`config.mk`:
```
export PLATFORM = sky130hd
export DESIGN_NAME = dual_cam_top
export DESIGN_NICKNAME = d
export VERILOG_FILES = /design/src/logic/av_pkg.sv /design/src/logic/cam_capture.sv /design/src/logic/pixel_fifo.sv /design/src/logic/pixel_combine.sv /design/src/logic/video_out.sv /design/src/logic/dual_cam_top.sv
export VERILOG_INCLUDE_DIRS = /design/src /design/src/include
export SDC_FILE = /design/constraint.sdc
export NUM_CORES = 1
export LEC_CHECK = 0
export ABC_AREA = 1
export ABC_CLOCK_PERIOD_IN_PS = 3300
export BUFFER_PORTS_ARGS = -buffer_cell sky130_fd_sc_hd__buf_2
export CORE_UTILIZATION = 35
export CTS_CLUSTER_DIAMETER = 50
export DETAILED_ROUTE_END_ITERATION = 8
export PLACE_DENSITY_LB_ADDON = 0.12
export SYNTH_ARGS = -nofsm -noshare
export SYNTH_HDL_FRONTEND = slang
export SYNTH_SLANG_ARGS = --single-unit
```
`constraint.sdc`:
```
create_clock -name clk -period 3.3 [get_ports clk]
set_input_delay 0.495 -clock clk [delete_from_list [all_inputs] [get_ports clk]]
set_output_delay 0.495 -clock clk [all_outputs]
set_load 0.1 [all_outputs]
```
`src/include/av_macros.svh`:
```
`ifndef AV_MACROS_SVH
`define AV_MACROS_SVH

// address width of each camera buffer, so 2**3 = 8 pixels.
`define AV_FIFO_AW 3

// hsync pulse length in clock cycles.
`define AV_HSYNC_LEN 4

// completed output lines per buf_tick pulse.
`define AV_TICK_LINES 4

// cycles comb_err stays high after the last overflow.
`define AV_ERR_HOLD 64

`endif

```
`src/logic/av_pkg.sv`:
```
package av_pkg;

    // one RGB565 pixel, red in the top bits as the camera sends it.
    typedef struct packed {
        logic [4:0] red;
        logic [5:0] green;
        logic [4:0] blue;
    } rgb565_t;

    // the same pixel seen as the two bytes on the camera bus.
    typedef struct packed {
        logic [7:0] hi;     // first byte of a pixel on the bus.
        logic [7:0] lo;
    } byte_pair_t;

    // capture fills the byte view and the output stage reads the colour view.
    typedef union packed {
        rgb565_t    rgb;
        byte_pair_t bytes;
    } pixel_word_u;

endpackage : av_pkg

```
`src/logic/cam_capture.sv`:
```
`timescale 1ns/1ps

module cam_capture import av_pkg::*; (
    input  logic        clk,
    input  logic        rst,
    input  logic        vsync,
    input  logic        href,
    input  logic [7:0]  data,
    output logic        pix_valid,
    output pixel_word_u pix,
    output logic        line_end,
    output logic        frame_vsync
);

    logic       href_q;
    logic [7:0] data_q;
    logic       phase;      // set while the next byte is the low byte.
    logic [7:0] hi_byte;

    // the camera bus is registered once before any decoding.
    always_ff @(posedge clk) begin
        data_q <= data;
        if (rst) begin
            href_q <= 1'b0;
        end else begin
            href_q <= href;
        end
    end

    always_ff @(posedge clk) begin
        if (rst) begin
            phase     <= 1'b0;
            pix_valid <= 1'b0;
        end else begin
            pix_valid <= href_q && phase;
            if (href_q) begin
                phase <= ~phase;
            end else begin
                phase <= 1'b0;  // a new line always opens on a high byte.
            end
        end
    end

    always_ff @(posedge clk) begin
        if (href_q && !phase) begin
            hi_byte <= data_q;
        end
        if (href_q && phase) begin
            pix.bytes.hi <= hi_byte;
            pix.bytes.lo <= data_q;
        end
    end

    // line_end marks the falling edge of href.
    always_ff @(posedge clk) begin
        if (rst) begin
            line_end    <= 1'b0;
            frame_vsync <= 1'b0;
        end else begin
            line_end    <= href_q && !href;
            frame_vsync <= vsync;
        end
    end

endmodule : cam_capture

```
`src/logic/pixel_fifo.sv`:
```
`timescale 1ns/1ps
`include "av_macros.svh"

module pixel_fifo import av_pkg::*; (
    input  logic        clk,
    input  logic        rst,
    input  logic        push,
    input  pixel_word_u din,
    input  logic        pop,
    output pixel_word_u dout,
    output logic        empty,
    output logic        full,
    output logic        overflow
);

    localparam int AW = `AV_FIFO_AW;
    localparam logic [AW:0] DEPTH = 1 << AW;

    pixel_word_u mem [DEPTH];

    logic [AW-1:0] wr_ptr;
    logic [AW-1:0] rd_ptr;
    logic [AW:0]   count;
    logic          do_push;
    logic          do_pop;

    assign empty    = (count == '0);
    assign full     = (count == DEPTH);
    assign do_push  = push && !full;
    assign do_pop   = pop && !empty;
    assign overflow = push && full;     // the word is lost.
    assign dout     = mem[rd_ptr];

    always_ff @(posedge clk) begin
        if (do_push) begin
            mem[wr_ptr] <= din;
        end
    end

    always_ff @(posedge clk) begin
        if (rst) begin
            wr_ptr <= '0;
            rd_ptr <= '0;
            count  <= '0;
        end else begin
            if (do_push) begin
                wr_ptr <= wr_ptr + 1'b1;
            end
            if (do_pop) begin
                rd_ptr <= rd_ptr + 1'b1;
            end
            case ({do_push, do_pop})
                2'b10:   count <= count + 1'b1;
                2'b01:   count <= count - 1'b1;
                default: count <= count;
            endcase
        end
    end

endmodule : pixel_fifo

```
`src/logic/pixel_combine.sv`:
```
`timescale 1ns/1ps
`include "av_macros.svh"

module pixel_combine import av_pkg::*; (
    input  logic        clk,
    input  logic        rst,

    input  logic        pix_valid_1,
    input  pixel_word_u pix_1,
    input  logic        line_end_1,
    input  logic        vsync_1,

    input  logic        pix_valid_2,
    input  pixel_word_u pix_2,

    output logic        valid,
    output pixel_word_u pixel_1,
    output pixel_word_u pixel_2,
    output logic        line_end,
    output logic        vsync,
    output logic        comb_err
);

    localparam int ERR_W = $clog2(`AV_ERR_HOLD + 1);

    pixel_word_u      dout_1;
    pixel_word_u      dout_2;
    logic             empty_1;
    logic             empty_2;
    logic             ovf_1;
    logic             ovf_2;
    logic             pop;
    logic             line_go;
    logic [1:0]       pend;     // camera 1 line ends still waiting for their pixels.
    logic [ERR_W-1:0] err_cnt;

    pixel_fifo u_fifo_1 (
        .clk     (clk        ),
        .rst     (rst        ),
        .push    (pix_valid_1),
        .din     (pix_1      ),
        .pop     (pop        ),
        .dout    (dout_1     ),
        .empty   (empty_1    ),
        .full    (           ),
        .overflow(ovf_1      )
    );

    pixel_fifo u_fifo_2 (
        .clk     (clk        ),
        .rst     (rst        ),
        .push    (pix_valid_2),
        .din     (pix_2      ),
        .pop     (pop        ),
        .dout    (dout_2     ),
        .empty   (empty_2    ),
        .full    (           ),
        .overflow(ovf_2      )
    );

    // a pair leaves only when both cameras have a pixel ready.
    assign pop = !empty_1 && !empty_2;

    // the line end goes out once its pixels have left camera 1's buffer.
    assign line_go = (pend != 2'd0) && empty_1;

    always_ff @(posedge clk) begin
        if (pop) begin
            pixel_1 <= dout_1;
            pixel_2 <= dout_2;
        end
    end

    always_ff @(posedge clk) begin
        if (rst) begin
            valid    <= 1'b0;
            line_end <= 1'b0;
            vsync    <= 1'b0;
            pend     <= 2'd0;
        end else begin
            valid    <= pop;
            line_end <= line_go;
            vsync    <= vsync_1;
            case ({line_end_1, line_go})
                2'b10:   pend <= pend + 1'b1;
                2'b01:   pend <= pend - 1'b1;
                default: pend <= pend;
            endcase
        end
    end

    // error stretcher, reloaded by an overflow on either camera.
    always_ff @(posedge clk) begin
        if (rst) begin
            err_cnt <= '0;
        end else if (ovf_1 || ovf_2) begin
            err_cnt <= ERR_W'(`AV_ERR_HOLD);
        end else if (err_cnt != '0) begin
            err_cnt <= err_cnt - 1'b1;
        end
    end

    assign comb_err = (err_cnt != '0);

endmodule : pixel_combine

```
`src/logic/video_out.sv`:
```
`timescale 1ns/1ps
`include "av_macros.svh"

module video_out import av_pkg::*; (
    input  logic        clk,
    input  logic        rst,
    input  logic        valid,
    input  pixel_word_u pixel,
    input  logic        line_end,
    input  logic        vsync,
    output logic        hdmi_de,
    output logic [7:0]  hdmi_r,
    output logic [7:0]  hdmi_g,
    output logic [7:0]  hdmi_b,
    output logic        hdmi_hsync,
    output logic        hdmi_vsync,
    output logic        buf_tick
);

    localparam int HS_W = $clog2(`AV_HSYNC_LEN + 1);
    localparam int LN_W = $clog2(`AV_TICK_LINES + 1);

    logic [HS_W-1:0] hs_cnt;    // cycles of hsync left after the current one.
    logic [LN_W-1:0] ln_cnt;

    // each channel is padded with zeros below its RGB565 field.
    always_ff @(posedge clk) begin
        hdmi_r <= {pixel.rgb.red,   3'b000};
        hdmi_g <= {pixel.rgb.green, 2'b00};
        hdmi_b <= {pixel.rgb.blue,  3'b000};
    end

    always_ff @(posedge clk) begin
        if (rst) begin
            hdmi_de    <= 1'b0;
            hdmi_vsync <= 1'b0;
        end else begin
            hdmi_de    <= valid;
            hdmi_vsync <= vsync;
        end
    end

    // hsync opens on line_end and runs for AV_HSYNC_LEN cycles.
    always_ff @(posedge clk) begin
        if (rst) begin
            hs_cnt     <= '0;
            hdmi_hsync <= 1'b0;
        end else if (line_end) begin
            hs_cnt     <= HS_W'(`AV_HSYNC_LEN - 1);
            hdmi_hsync <= 1'b1;
        end else if (hs_cnt != '0) begin
            hs_cnt     <= hs_cnt - 1'b1;
            hdmi_hsync <= 1'b1;
        end else begin
            hdmi_hsync <= 1'b0;
        end
    end

    always_ff @(posedge clk) begin
        if (rst || vsync) begin
            ln_cnt   <= '0;     // the count restarts with every frame.
            buf_tick <= 1'b0;
        end else if (line_end) begin
            if (ln_cnt == LN_W'(`AV_TICK_LINES - 1)) begin
                ln_cnt   <= '0;
                buf_tick <= 1'b1;
            end else begin
                ln_cnt   <= ln_cnt + 1'b1;
                buf_tick <= 1'b0;
            end
        end else begin
            buf_tick <= 1'b0;
        end
    end

endmodule : video_out

```
`src/logic/dual_cam_top.sv`:
```
`timescale 1ns/1ps

module dual_cam_top import av_pkg::*; (
    input  logic       clk,
    input  logic       rst,

    input  logic       cam1_vsync,
    input  logic       cam1_href,
    input  logic [7:0] cam1_data,

    input  logic       cam2_vsync,
    input  logic       cam2_href,
    input  logic [7:0] cam2_data,

    output logic       hdmi_hsync,
    output logic       hdmi_vsync,
    output logic       hdmi_de,
    output logic [7:0] hdmi_r,
    output logic [7:0] hdmi_g,
    output logic [7:0] hdmi_b,
    output logic       buf_tick,
    output logic       comb_err
);

    logic        cap1_valid;
    pixel_word_u cap1_pix;
    logic        cap1_line_end;
    logic        cap1_vsync;
    logic        cap2_valid;
    pixel_word_u cap2_pix;

    logic        comb_valid;
    pixel_word_u comb_pix_1;
    logic        comb_line_end;
    logic        comb_vsync;

    cam_capture u_cap1 (
        .clk        (clk          ),
        .rst        (rst          ),
        .vsync      (cam1_vsync   ),
        .href       (cam1_href    ),
        .data       (cam1_data    ),
        .pix_valid  (cap1_valid   ),
        .pix        (cap1_pix     ),
        .line_end   (cap1_line_end),
        .frame_vsync(cap1_vsync   )
    );

    // camera 2 only supplies pixels, its line and frame timing follow camera 1.
    cam_capture u_cap2 (
        .clk        (clk       ),
        .rst        (rst       ),
        .vsync      (cam2_vsync),
        .href       (cam2_href ),
        .data       (cam2_data ),
        .pix_valid  (cap2_valid),
        .pix        (cap2_pix  ),
        .line_end   (          ),
        .frame_vsync(          )
    );

    pixel_combine u_combine (
        .clk        (clk          ),
        .rst        (rst          ),
        .pix_valid_1(cap1_valid   ),
        .pix_1      (cap1_pix     ),
        .line_end_1 (cap1_line_end),
        .vsync_1    (cap1_vsync   ),
        .pix_valid_2(cap2_valid   ),
        .pix_2      (cap2_pix     ),
        .valid      (comb_valid   ),
        .pixel_1    (comb_pix_1   ),
        .pixel_2    (             ),
        .line_end   (comb_line_end),
        .vsync      (comb_vsync   ),
        .comb_err   (comb_err     )
    );

    video_out u_out (
        .clk       (clk          ),
        .rst       (rst          ),
        .valid     (comb_valid   ),
        .pixel     (comb_pix_1   ),
        .line_end  (comb_line_end),
        .vsync     (comb_vsync   ),
        .hdmi_de   (hdmi_de      ),
        .hdmi_r    (hdmi_r       ),
        .hdmi_g    (hdmi_g       ),
        .hdmi_b    (hdmi_b       ),
        .hdmi_hsync(hdmi_hsync   ),
        .hdmi_vsync(hdmi_vsync   ),
        .buf_tick  (buf_tick     )
    );

endmodule : dual_cam_top

```
==> flow_summary_export.csv <==
group,metric,value,unit
status,status,"completed",
worst_setup_path,crit_path_start_kind,"register",
sta,fmax,0.396,GHz
floorplanning,die-area,0.0258,mm2
sta,timing.hold.ws,65.1,ps
worst_setup_path,cp-startpoint,"u_combine.u_fifo_2.count[1]",
worst_setup_path,required,3720,ps
logic_synthesis,netlist_area,0.00880,mm2
cells_and_area,syn_to_final_growth,15.9,%
worst_setup_path,cp.arrival,2940,ps
floorplanning,die_w,161,um
sta,period_share,76.6,%
worst_hold_path,hold_path.class,"input pin to register",
sta,slew_headroom,42.1,%
sta,slew_violations,0,
logic_synthesis,synth_edf_count,168,
cells_and_area,layout-drive-gt1-share,12.1,%
logic_synthesis,async_flop_share,0,%
global_route,grt_pass1_vias,5308,
logic_synthesis,synth.area.top_cells,"edfxtp_1 57%, dfxtp_1 15%, nor2_1 5.8%",
clock_tree,cts_root_buffer,"clkbuf_16",
logic_synthesis,syn-instance-count,738,
logic_synthesis,yosysTopAreaCellShare,57.4,%
sta,setup_slack,772,ps
floorplanning,start_util,36.0,%
global_route,grt_max_degree,67,
logic_synthesis,dominantRegCellSynth,"edfxtp_1",
logic_synthesis,yosysSeqAreaShare,72.8,%
logic_synthesis,yosys-top-cells-count,"168 x edfxtp_1, 137 x nor2_1, 97 x nand2_1, 68 x dfxtp_1, 60 x o21ai_0",
cells_and_area,nets,823,
placement,dpl_cell_area,0.00928,mm2
routing,drt_iter0_drc,313,
clock_tree,clock_path_buffers,3,
routing,ant_nets,0,
global_route,grt_usage,14.0,%
floorplanning,coreArea,0.0245,mm2
logic_synthesis,ys_types,31,
cells_and_area,n_antenna_cell,0,
sta,setup_viol,0,
sta,fin_worst_skew,12.9,ps
pwr,peakVddDrop,0.497,mV
floorplanning,rows,57,
logic_synthesis,ys_warn_count,0,
placement,portBuffers,33,
routing,routedWlPerCell,15.7,um
logic_synthesis,syn_area_per_cell,11.9,um2
routing,via_count,5345,
worst_setup_path,regToRegSetupSlack,770,ps
routing,via_per_inst,4.72,
clock_tree,cts_buffers,28,
cells_and_area,fin_area,0.0102,mm2
clock_tree,htreeDepth,1,
pwr,power.leakage,3.81,nW
clock_tree,clock_sinks,236,
sta,hold_viol_final,0,
floorplanning,die_height,161,um
clock_tree,postCtsSetupRepairBufs,0,
sta,period_minus_slack,2530,ps
clock_tree,clkLatencyLatePin,530,ps
logic_synthesis,synth-seq-cells,236,
sta,setup_tns,0,ps
pwr,p_total,6.90,mW
clock_tree,cts_hold_buf,0,
worst_setup_path,worstReg2RegEnd,"u_combine.u_fifo_1.count[2]",
placement,place_ws,714,ps
logic_synthesis,synth_largest_area_cell,"edfxtp_1",
pwr,power_density,677,mW/mm2
worst_setup_path,worst-r2r-cell-count,12,
worst_setup_path,crit_end,"u_combine.u_fifo_1.count[2]",
global_route,grt_overflow,0,
worst_setup_path,path_max_fanout,11,
worst_setup_path,endpoint_kind,"register",
clock_tree,postCtsResizedCells,0,
logic_synthesis,synth.most_common_cell,"edfxtp_1",
placement,gp_congestion,0.761,
clock_tree,clk_pin_slew_worst_paths,60,ps
routing,drc,0,
clock_tree,cts_tree,"built",
placement,hpwl,10400,um
worst_setup_path,critPathKind,"register to register",
sta,tightest_slew,865,ps
flow_run,maxCapViolCount,0,
global_route,grt_first_pass_wirelength,27900,um
floorplanning,io_pins,51,
worst_setup_path,reg2reg_from,"u_combine.u_fifo_2.count[1]",
sta,rsz0062_at_grt,"no",
routing,dr.pass1.iters,4,
global_route,grt_antenna_before_repair,0,
routing,routed_wl,17800,um
cell usage in the layout (no fill, tap or decap), drive strengths merged:
| cell type | count |
|---|---|
| edfxtp | 168 |
| nor2 | 138 |
| o21ai | 109 |
| nand2 | 98 |
| dfxtp | 68 |
| inv | 50 |
| buf | 48 |
| clkbuf | 33 |
| a21oi | 24 |
| nand3 | 13 |
| ha | 13 |
| clkinv | 13 |
| conb | 8 |
| xnor2 | 6 |
| xor2 | 5 |
| nor3 | 3 |
| a211oi | 2 |
| bufinv | 2 |
| or2 | 2 |
| nand4 | 1 |
| nor4 | 1 |
| o21a | 1 |
| a31oi | 1 |
| fa | 1 |
| clkinvlp | 1 |
worst min-delay path by stage:
stage | start | end | cells past startpoint
after global routing | cam1_data[3] | u_cap1.data_q[3] | 1
final | cam1_data[6] | u_cap1.data_q[6] | 1
after global placement | u_combine.pixel_1[14] | u_out.hdmi_r[6] | 0
after detailed placement | u_combine.pixel_1[0] | u_out.hdmi_b[3] | 0
after floorplan | u_combine.pixel_1[0] | u_out.hdmi_b[3] | 0
after CTS | cam1_data[3] | u_cap1.data_q[3] | 1
registers in the layout (all words and copies together) (netlist names), 2 cells and up:
register                   flops
u_combine.u_fifo_1.wr_ptr      3
u_out.hdmi_r                   5
u_combine.err_cnt              7
u_out.hs_cnt                   3
u_combine.pixel_1             16
u_out.hdmi_g                   6
u_combine.u_fifo_1.rd_ptr      3
u_cap1.data_q                  8
u_cap1.pix                    16
u_out.hdmi_b                   5
u_cap1.hi_byte                 8
u_combine.u_fifo_2.count       4
u_combine.u_fifo_1.count       4
u_out.ln_cnt                   3
u_combine.pend                 2
u_combine.u_fifo_1.mem       128
power by group:
group          internal (mW)  leakage, nW  total, mW  switching [mW]
Combinational          0.189         1.28      0.619           0.430
Sequential              3.25         2.08       3.31          0.0672
Clock                   1.79        0.451       2.96            1.18
Total                   5.22         3.81       6.90            1.67
cell type report:
class | instances | area (um2)
well taps | 324 | 405
clock inverters | 19 | 159
repair buffers | 48 | 290
flip-flops and latches | 236 | 6410
fillers | 2311 | 14300
clock buffers | 33 | 751
multi-input cells | 426 | 2000
inverters | 47 | 176
kinds of logic (layout without fill, tap and decap cells):
logic type                 after synthesis  in the layout  synth area share, %
DFF                                    236            236                 72.8
AOI/OAI and AO/OA                      137            137                 7.89
and+or+nand+nor                        256            256                 11.4
other                                    1              8               0.0426
xor gates and xnor gates                11             11                 1.10
buffers and inverters                   83            147                 4.71
adders and majority gates               14             14                 2.08
through the flow:
| stage | std cells | utilization [%] |
|---|---|---|
| after CTS | 1133 | 41.7 |
| after floorplan | 745 | - |
| after global placement | 1081 | 37.9 |
| after detailed placement | 1081 | 37.9 |
| final | 1133 | 41.7 |
| after global routing | 1133 | 41.7 |
layer usage:
layer | part of all wire [%] | GRT usage [%] | vias up
met5 | 0 | 0 | -
met4 | 2.3 | 4.72 | 0
met3 | 4.6 | 2.14 | 36
met2 | 50 | 25.7 | 136
met1 | 43 | 16.5 | 2571
li1 | - | - | 2602
critical path, cell delays in order (launching register included):
cell     delay [ps]
dfxtp_1         350
inv_1            80
nand3_1         130
inv_1            70
nand2_1          80
nand2_1         120
inv_1           430
ha_1            380
inv_1            80
fa_1            380
xnor2_1         130
o21ai_0         140
inv_1            50
(Power assumes the default switching activity.)
